File: config.mk
export PLATFORM = sky130hd
export DESIGN_NAME = exec_core_top
export DESIGN_NICKNAME = d
export VERILOG_FILES = /design/src/logic/core_pkg.sv /design/src/logic/uop_if.sv /design/src/logic/apb_dispatch.sv /design/src/logic/issue_queue.sv /design/src/logic/alu_retire_unit.sv /design/src/logic/exec_core_top.sv
export VERILOG_INCLUDE_DIRS = /design/src /design/src/logic
export SDC_FILE = /design/constraint.sdc
export NUM_CORES = 2
export LEC_CHECK = 0
export ABC_AREA = 0
export BUFFER_PORTS_ARGS = -buffer_cell sky130_fd_sc_hd__clkbuf_2
export CAP_MARGIN = 20
export CELL_PAD_IN_SITES_DETAIL_PLACEMENT = 0
export CELL_PAD_IN_SITES_GLOBAL_PLACEMENT = 1
export CORE_MARGIN = 8
export CORE_UTILIZATION = 49
export DETAILED_ROUTE_END_ITERATION = 10
export GPL_ROUTABILITY_DRIVEN = 1
export GPL_TIMING_DRIVEN = 0
export PLACE_DENSITY = 0.75
export REMOVE_ABC_BUFFERS = 1
export SKIP_CTS_REPAIR_TIMING = 1
export SLEW_MARGIN = 20
export SYNTH_ARGS = -nofsm -noshare
export SYNTH_HDL_FRONTEND = slang
export SYNTH_SLANG_ARGS = --single-unit
File: constraint.sdc
create_clock -name clk -period 6 [get_ports clk]
set_input_delay 0.9 -clock clk [delete_from_list [all_inputs] [get_ports clk]]
set_output_delay 0.9 -clock clk [all_outputs]
set_load 0.02 [all_outputs]
File: src/logic/core_defs.svh
`ifndef CORE_DEFS_SVH
`define CORE_DEFS_SVH

// Datapath and register file
`define CORE_XLEN          32
`define CORE_REG_COUNT     32
`define CORE_RETIRED_W     16

// Issue queue sizing
`define CORE_QUEUE_DEPTH   8
`define CORE_COUNT_W       $clog2(`CORE_QUEUE_DEPTH + 1)

// APB register map
`define CORE_APB_AW        12
`define CORE_ADDR_INSTR    12'h000
`define CORE_ADDR_CTRL     12'h004
`define CORE_ADDR_STATUS   12'h008
`define CORE_ADDR_REG_BASE 12'h100

`endif

File: src/logic/core_pkg.sv
`include "core_defs.svh"

package core_pkg;

    typedef logic [`CORE_XLEN-1:0] word_t;

    typedef logic [$clog2(`CORE_REG_COUNT)-1:0] reg_idx_t;

    // Major opcodes handled here, all others are illegal
    typedef enum logic [6:0] {
        OP     = 7'b0110011,
        OP_IMM = 7'b0010011
    } rv_opcode_e;

    // Encoded as {funct7[5], funct3}
    typedef enum logic [3:0] {
        ADD  = 4'b0000,
        SLL  = 4'b0001,
        SLT  = 4'b0010,
        SLTU = 4'b0011,
        XOR  = 4'b0100,
        SRL  = 4'b0101,
        OR   = 4'b0110,
        AND  = 4'b0111,
        SUB  = 4'b1000,
        SRA  = 4'b1101
    } alu_op_e;

endpackage

File: src/logic/uop_if.sv
`timescale 1ns/100ps

interface uop_if import core_pkg::*; ();

    logic     valid;
    logic     ready;
    alu_op_e  op;
    reg_idx_t rd;
    reg_idx_t rs1;
    reg_idx_t rs2;
    word_t    imm;      // already sign extended
    logic     use_imm;

    modport sender (
        output valid, op, rd, rs1, rs2, imm, use_imm,
        input  ready
    );

    modport receiver (
        input  valid, op, rd, rs1, rs2, imm, use_imm,
        output ready
    );

endinterface

File: src/logic/apb_dispatch.sv
`timescale 1ns/100ps
`include "core_defs.svh"

module apb_dispatch import core_pkg::*; (
    input  logic                      clk,
    input  logic                      rstn,
    input  logic                      psel,
    input  logic                      penable,
    input  logic                      pwrite,
    input  logic [`CORE_APB_AW-1:0]   paddr,
    input  word_t                     pwdata,
    output word_t                     prdata,
    output logic                      pready,
    output logic                      pslverr,
    uop_if.sender                     uop,
    output reg_idx_t                  rd_idx,
    input  word_t                     rd_data,
    input  logic [`CORE_COUNT_W-1:0]  count,
    input  logic                      in_flight,
    input  logic [`CORE_RETIRED_W-1:0] retired,
    output logic                      run
);

    localparam logic [`CORE_APB_AW-1:0] REG_BASE = `CORE_ADDR_REG_BASE;
    localparam logic [`CORE_APB_AW-1:0] REG_END  = REG_BASE + 4 * `CORE_REG_COUNT;

    logic       access;
    logic       instr_wr;
    logic       ctrl_wr;
    logic       reg_hit;
    logic       legal;
    logic       alt_bit;
    rv_opcode_e opcode;
    logic [2:0] funct3;
    logic [6:0] funct7;
    word_t      status;

    assign access   = psel & penable;
    assign instr_wr = access & pwrite & (paddr == `CORE_ADDR_INSTR);
    assign ctrl_wr  = access & pwrite & (paddr == `CORE_ADDR_CTRL);
    assign reg_hit  = (paddr >= REG_BASE) && (paddr < REG_END);

    ////////////////////////////////////////////////////////////
    // Instruction decode

    assign opcode = rv_opcode_e'(pwdata[6:0]);
    assign funct3 = pwdata[14:12];
    assign funct7 = pwdata[31:25];

    always_comb begin
        case (opcode)
            OP: begin
                legal = (funct7 == 7'h00) ||
                        ((funct7 == 7'h20) && ((funct3 == 3'b000) || (funct3 == 3'b101)));
            end
            OP_IMM: begin
                if (funct3 == 3'b001) begin
                    legal = (funct7 == 7'h00);
                end else if (funct3 == 3'b101) begin
                    legal = (funct7 == 7'h00) || (funct7 == 7'h20);
                end else begin
                    legal = 1'b1;
                end
            end
            default: legal = 1'b0;
        endcase
    end

    // funct7[5] only selects SUB/SRA, for other immediates it is imm data
    assign alt_bit = funct7[5] & ((opcode == OP) || (funct3 == 3'b101));

    assign uop.valid   = instr_wr & legal;
    assign uop.op      = alu_op_e'({alt_bit, funct3});
    assign uop.rd      = pwdata[11:7];
    assign uop.rs1     = pwdata[19:15];
    assign uop.rs2     = pwdata[24:20];
    assign uop.imm     = {{(`CORE_XLEN - 12){pwdata[31]}}, pwdata[31:20]};
    assign uop.use_imm = (opcode == OP_IMM);

    // Illegal or refused instruction words are dropped
    assign pslverr = instr_wr & (~legal | ~uop.ready);
    assign pready  = 1'b1;

    ////////////////////////////////////////////////////////////
    // Control and readback

    always_ff @(posedge clk or negedge rstn) begin
        if (!rstn) begin
            run <= 1'b1;
        end else if (ctrl_wr) begin
            run <= pwdata[0];
        end
    end

    assign rd_idx = paddr[$bits(reg_idx_t)+1:2];
    assign status = {retired, 7'b0, in_flight, 8'(count)};

    always_comb begin
        if (reg_hit) begin
            prdata = rd_data;
        end else begin
            case (paddr)
                `CORE_ADDR_CTRL:   prdata = word_t'(run);
                `CORE_ADDR_STATUS: prdata = status;
                default:           prdata = '0;
            endcase
        end
    end

endmodule

File: src/logic/issue_queue.sv
`timescale 1ns/100ps
`include "core_defs.svh"

module issue_queue import core_pkg::*; (
    input  logic                     clk,
    input  logic                     rstn,
    uop_if.receiver                  in,
    uop_if.sender                    out,
    output logic [`CORE_COUNT_W-1:0] count
);

    localparam int DEPTH = `CORE_QUEUE_DEPTH;
    localparam int PTR_W = $clog2(DEPTH);

    alu_op_e    op_mem      [DEPTH];
    reg_idx_t   rd_mem      [DEPTH];
    reg_idx_t   rs1_mem     [DEPTH];
    reg_idx_t   rs2_mem     [DEPTH];
    word_t      imm_mem     [DEPTH];
    logic       use_imm_mem [DEPTH];

    logic [PTR_W-1:0] wr_ptr;
    logic [PTR_W-1:0] rd_ptr;
    logic             push;
    logic             pop;

    assign in.ready  = (count != `CORE_COUNT_W'(DEPTH));
    assign out.valid = (count != '0);

    assign push = in.valid & in.ready;
    assign pop  = out.valid & out.ready;

    // Head entry
    assign out.op      = op_mem[rd_ptr];
    assign out.rd      = rd_mem[rd_ptr];
    assign out.rs1     = rs1_mem[rd_ptr];
    assign out.rs2     = rs2_mem[rd_ptr];
    assign out.imm     = imm_mem[rd_ptr];
    assign out.use_imm = use_imm_mem[rd_ptr];

    always_ff @(posedge clk) begin
        if (push) begin
            op_mem[wr_ptr]      <= in.op;
            rd_mem[wr_ptr]      <= in.rd;
            rs1_mem[wr_ptr]     <= in.rs1;
            rs2_mem[wr_ptr]     <= in.rs2;
            imm_mem[wr_ptr]     <= in.imm;
            use_imm_mem[wr_ptr] <= in.use_imm;
        end
    end

    always_ff @(posedge clk or negedge rstn) begin
        if (!rstn) begin
            wr_ptr <= '0;
            rd_ptr <= '0;
            count  <= '0;
        end else begin
            if (push) begin
                wr_ptr <= (wr_ptr == PTR_W'(DEPTH - 1)) ? '0 : wr_ptr + 1'b1;
            end
            if (pop) begin
                rd_ptr <= (rd_ptr == PTR_W'(DEPTH - 1)) ? '0 : rd_ptr + 1'b1;
            end
            count <= count + `CORE_COUNT_W'(push) - `CORE_COUNT_W'(pop);
        end
    end

endmodule

File: src/logic/alu_retire_unit.sv
`timescale 1ns/100ps
`include "core_defs.svh"

module alu_retire_unit import core_pkg::*; (
    input  logic                       clk,
    input  logic                       rstn,
    uop_if.receiver                    uop,
    input  logic                       run,
    input  reg_idx_t                   rd_idx,
    output word_t                      rd_data,
    output logic                       in_flight,
    output logic [`CORE_RETIRED_W-1:0] retired
);

    word_t    regs [`CORE_REG_COUNT];

    logic     take;
    logic     s1_valid;
    alu_op_e  s1_op;
    reg_idx_t s1_rd;
    reg_idx_t s1_rs1;
    reg_idx_t s1_rs2;
    word_t    s1_imm;
    logic     s1_use_imm;

    logic     s2_valid;
    reg_idx_t s2_rd;
    word_t    s2_result;

    word_t    opa;
    word_t    rs2_val;
    word_t    opb;
    word_t    alu_result;

    // Hold stops new issue only, anything already taken drains
    assign uop.ready = run;
    assign take      = uop.valid & uop.ready;
    assign in_flight = s1_valid | s2_valid;
    assign rd_data   = regs[rd_idx];

    ////////////////////////////////////////////////////////////
    // Operand read with forwarding from writeback

    always_comb begin
        opa     = regs[s1_rs1];
        rs2_val = regs[s1_rs2];
        if (s2_valid && (s2_rd != '0) && (s2_rd == s1_rs1)) begin
            opa = s2_result;
        end
        if (s2_valid && (s2_rd != '0) && (s2_rd == s1_rs2)) begin
            rs2_val = s2_result;
        end
        opb = s1_use_imm ? s1_imm : rs2_val;
    end

    always_comb begin
        case (s1_op)
            ADD:     alu_result = opa + opb;
            SUB:     alu_result = opa - opb;
            SLL:     alu_result = opa << opb[4:0];
            SLT:     alu_result = word_t'($signed(opa) < $signed(opb));
            SLTU:    alu_result = word_t'(opa < opb);
            XOR:     alu_result = opa ^ opb;
            SRL:     alu_result = opa >> opb[4:0];
            SRA:     alu_result = word_t'($signed(opa) >>> opb[4:0]);
            OR:      alu_result = opa | opb;
            AND:     alu_result = opa & opb;
            default: alu_result = '0;
        endcase
    end

    ////////////////////////////////////////////////////////////
    // Pipeline registers

    always_ff @(posedge clk or negedge rstn) begin
        if (!rstn) begin
            s1_valid <= 1'b0;
            s2_valid <= 1'b0;
            retired  <= '0;
        end else begin
            s1_valid <= take;
            s2_valid <= s1_valid;
            if (s2_valid) begin
                retired <= retired + 1'b1;
            end
        end
    end

    always_ff @(posedge clk) begin
        if (take) begin
            s1_op      <= uop.op;
            s1_rd      <= uop.rd;
            s1_rs1     <= uop.rs1;
            s1_rs2     <= uop.rs2;
            s1_imm     <= uop.imm;
            s1_use_imm <= uop.use_imm;
        end
        if (s1_valid) begin
            s2_rd     <= s1_rd;
            s2_result <= alu_result;
        end
    end

    // Register file, x0 never written
    always_ff @(posedge clk or negedge rstn) begin
        if (!rstn) begin
            for (int i = 0; i < `CORE_REG_COUNT; i++) begin
                regs[i] <= '0;
            end
        end else if (s2_valid && (s2_rd != '0)) begin
            regs[s2_rd] <= s2_result;
        end
    end

endmodule

File: src/logic/exec_core_top.sv
`timescale 1ns/100ps
`include "core_defs.svh"

module exec_core_top import core_pkg::*; (
    input  logic                    clk,
    input  logic                    rstn,
    input  logic                    psel,
    input  logic                    penable,
    input  logic                    pwrite,
    input  logic [`CORE_APB_AW-1:0] paddr,
    input  word_t                   pwdata,
    output word_t                   prdata,
    output logic                    pready,
    output logic                    pslverr
);

    reg_idx_t                   rd_idx;
    word_t                      rd_data;
    logic [`CORE_COUNT_W-1:0]   count;
    logic                       in_flight;
    logic [`CORE_RETIRED_W-1:0] retired;
    logic                       run;

    uop_if dispatch_q ();
    uop_if queue_exe ();

    ////////////////////////////////////////////////////////////
    // APB front end and decode
    apb_dispatch i_dispatch (
        .clk       (clk),
        .rstn      (rstn),
        .psel      (psel),
        .penable   (penable),
        .pwrite    (pwrite),
        .paddr     (paddr),
        .pwdata    (pwdata),
        .prdata    (prdata),
        .pready    (pready),
        .pslverr   (pslverr),
        .uop       (dispatch_q.sender),
        .rd_idx    (rd_idx),
        .rd_data   (rd_data),
        .count     (count),
        .in_flight (in_flight),
        .retired   (retired),
        .run       (run)
    );

    issue_queue i_queue (
        .clk   (clk),
        .rstn  (rstn),
        .in    (dispatch_q.receiver),
        .out   (queue_exe.sender),
        .count (count)
    );

    ////////////////////////////////////////////////////////////
    // Execute and writeback
    alu_retire_unit i_alu (
        .clk       (clk),
        .rstn      (rstn),
        .uop       (queue_exe.receiver),
        .run       (run),
        .rd_idx    (rd_idx),
        .rd_data   (rd_data),
        .in_flight (in_flight),
        .retired   (retired)
    );

endmodule

==> metrics.md <==
| Metric | Value |
|---|---|
| CP max FO | `8` |
| Top-count cell post-synth | `mux2_2` |
| CP peak stage delay | `530 ps` |
| First-pass GRT wire length | `432000 um` |
| Worst hold margin | `63.8 ps` |
| All-Layer GR Usage | `31.5%` |
| RSZ-0062 raised after global routing | `true` |
| Ys async rst share | `79.0%` |
| Share of cells above drive strength 1 | `45.6%` |
| CTS tree | `yes` |
| Synthesized area per cell | `13.6 sq um` |
| Layout Cell Area excl Fill | `98300 sq um` |
| Clock group share of total power | `49.7%` |
| Most used cell, CP | `buf_12` |
| Vias per cell | `7.10` |
| Htree depth | `4` |
| Post-route DRC | `0` |
| CP endpoint kind | `register` |
| Number of diodes | `0` |
| Int Pwr | `0.0152 W` |
| CP required | `6490 ps` |
| DP Area | `90000 sq um` |
| DR WL met3 | `31100 um` |
| Final WL | `303000 um` |
| Slew Viols, Final | `0` |
| Nets | `6420` |
| Commonest cells in the netlist | `1094 x mux2_2, 1052 x dfrtp_1, 761 x mux4_2, 448 x mux2i_1, 382 x clkbuf_1` |
| Worst Setup Path Type | `reg -> reg` |
| Clock latency on the worst-skew pair | `810 ps` |
| Area grow syn2layout | `17.6%` |
| Metal2 WL | `134000 um` |
| Iter 0 DRT Violations | `7763` |
| Worst relative slew slack | `15.8%` |
| # rows | `151` |
| Vias in the first global route | `60071` |
| Seq/Total Area, Yosys | `41.6%` |
| Routability cong. | `0.994` |
| Clk_skew | `32.3 ps` |
| Flops & latches, synth | `1333` |
| Via count | `61016` |
| CTS buffer count | `151` |
| Mapped Area | `83600 sq um` |
| Tmin final | `5930 ps` |
| Layout Utilization | `58.0%` |
| Psw | `0.00447 W` |
| Top routing layer used | `met5` |
| Critical Path AT | `6410 ps` |
| Met1 wire length | `120000 um` |
| WL/cell | `35.2 um` |
| Final ANT Viol Nets | `0` |
| Synth warn | `0` |
| Cell count after synthesis | `6160` |
| GR Overflow Total | `0` |
| Final WS setup | `73.8 ps` |
| Largest net degree at the start of global routing | `86` |
| Final setup vio count | `0` |
| Fmax | `0.169 GHz` |
| Dpl ws | `-2880 ps` |
| Clock buffer depth | `3` |
| Core footprint | `169000 sq um` |
| Critical path's slowest cell | `mux4_2` |
| Measured slew at the worst slew-check pin | `1260 ps` |
| MaxCap Viol Count | `0` |
| Sw Share | `22.8%` |
| Crit start category | `register` |
| CTS root buf | `clkbuf_16` |
| Peak VDD IR | `0.261 mV` |
| Area leader, netlist | `dfrtp_1` |
| Share of the synthesized area in the top cell type | `31.5%` |
| Initial Util | `49.3%` |
| Reg clk slew, reported paths | `60 ps` |
| HP Class | `in -> async` |
| Dpl hpwl | `206000 um` |
| Pwr per Cell Area | `200 nW/um^2` |
| Number of synthesized flops with an enable pin | `280` |
| Static Leak | `42.6 nW` |
| Fin Setup TNS | `0 ps` |
| Comb pwr share | `3.1%` |
| Die Wd | `429 um` |
| Initial antenna violation count | `8` |
| R2R Setup Slk | `70 ps` |
| Die height | `429 um` |
| Top post-synthesis cells by area | `dfrtp_1 31%, mux4_2 20%, mux2_2 15%` |
| Die footprint | `184000 sq um` |
| Final hold violations | `0` |
| Top FF cell, synth | `dfrtp_1` |
| Fin crit share | `98.8%` |
| Ports | `83` |
| Sequential power share | `47.2%` |
| Port Buffers | `81` |
| Clock sink count | `1333` |
| Status | `finished, final reports clean` |
| Synth unique cells | `86` |
| DR pass1 iterations | `9` |
==> state kept, by name (all words and copies together) (netlist names), 4 cells and up <==
register             count
i_alu.s1_op              4
i_alu.retired           16
i_alu.s2_result         32
i_alu.s2_rd              5
i_queue.rs1_mem         40
i_alu.s1_rd              5
i_queue.use_imm_mem      8
i_alu.regs            1024
i_queue.op_mem          32
i_alu.s1_imm            12
i_alu.s1_rs1             5
i_queue.rd_mem          40
i_queue.count            4
i_queue.imm_mem         96
==> per-stage QoR <==
stage | total power, W | cells
after floorplan | 0.00962 | 5530
after global placement | 0.0101 | 7829
after detailed placement | 0.0101 | 8119
after CTS | 0.0198 | 8394
after global routing | 0.0202 | 8596
final | 0.0196 | 8596
==> cells by family after synthesis <==
group	count (synthesis)	share of synthesized area [%]
buffers and inverters	737	3.78
AO/OA/AOI/OAI	855	7.08
multiplexers	2326	41.2
adder cells (fa/ha/maj)	115	1.75
other	1	0.00448
AND/OR/NAND/NOR	741	4.10
XOR/XNOR	52	0.545
flip-flops	1333	41.6
==> power by group through the flow <==
stage | registers, W | logic, W | clock network [W]
detailed placement | 0.00944 | 0.000616 | 0
CTS | 0.00927 | 0.000617 | 0.00989
floorplan | 0.00944 | 0.000173 | 0
finish | 0.00927 | 0.000617 | 0.00976
global route | 0.00927 | 0.000664 | 0.0102
global placement | 0.00947 | 0.000600 | 0
==> area by class of cell <==
cell class	count	area [sq um]
Clock inverter	57	875
Tap cell	2218	2780
Multi-Input combinational cell	4092	47100
Sequential cell	1333	34800
Inverter	107	455
Fill cell	13139	71200
Timing Repair Buffer	571	7990
Clock buffer	218	4370
==> routing by layer <==
metal	GRT usage (%)	vias to the layer above
li1	-	24420
met5	0	-
met2	46.9	3548
met1	43.3	32153
met3	8.24	881
met4	15.0	14
==> final timing paths <==
kind	to	cells after the start	startpoint
min in group clk	i_queue.rd_mem[6][2]	1	pwdata[9]
max	i_alu.s2_result[21]	25	i_alu.s1_imm[0]
min	i_alu.regs[859]	1	rstn
max reg2reg	i_alu.s2_result[21]	25	i_alu.s1_imm[0]
min reg2reg	i_alu.s2_rd[0]	0	i_alu.s1_rd[0]
max in group asynchronous	i_queue.rd_ptr[1]	7	rstn
==> critical path: cells and delay by family (launching register included) <==
| kind | cells | cell delay [ps] |
|---|---|---|
| muxes | 4 | 1320 |
| adders and majority gates | 1 | 230 |
| AOI/OAI and AO/OA | 8 | 1780 |
| xor gates and xnor gates | 1 | 170 |
| DFF | 1 | 420 |
| and+or+nand+nor | 4 | 600 |
| buffers and inverters | 7 | 1050 |
==> layout by cell type, fill, tap and decap left out, drive strengths merged, types with 15 or more instances in the layout <==
cell       n
a21oi    173
a211oi    32
o21ai     87
inv      110
a22oi    223
edfxtp   280
mux2i    458
o21a      33
nor2b     27
xnor2     35
nand2    213
dfrtp   1052
ha       112
o22ai     55
nand3     91
mux2    1094
nor2     232
nand2b    16
a31oi     15
xor2      17
a221oi    20
a21o      22
clkinv    37
mux4     774
clkbuf   308
o211ai    29
o221ai    31
o31ai     25
buf      480
o21bai    17
nor3      33
nand4     39
(Power assumes the default switching activity.)
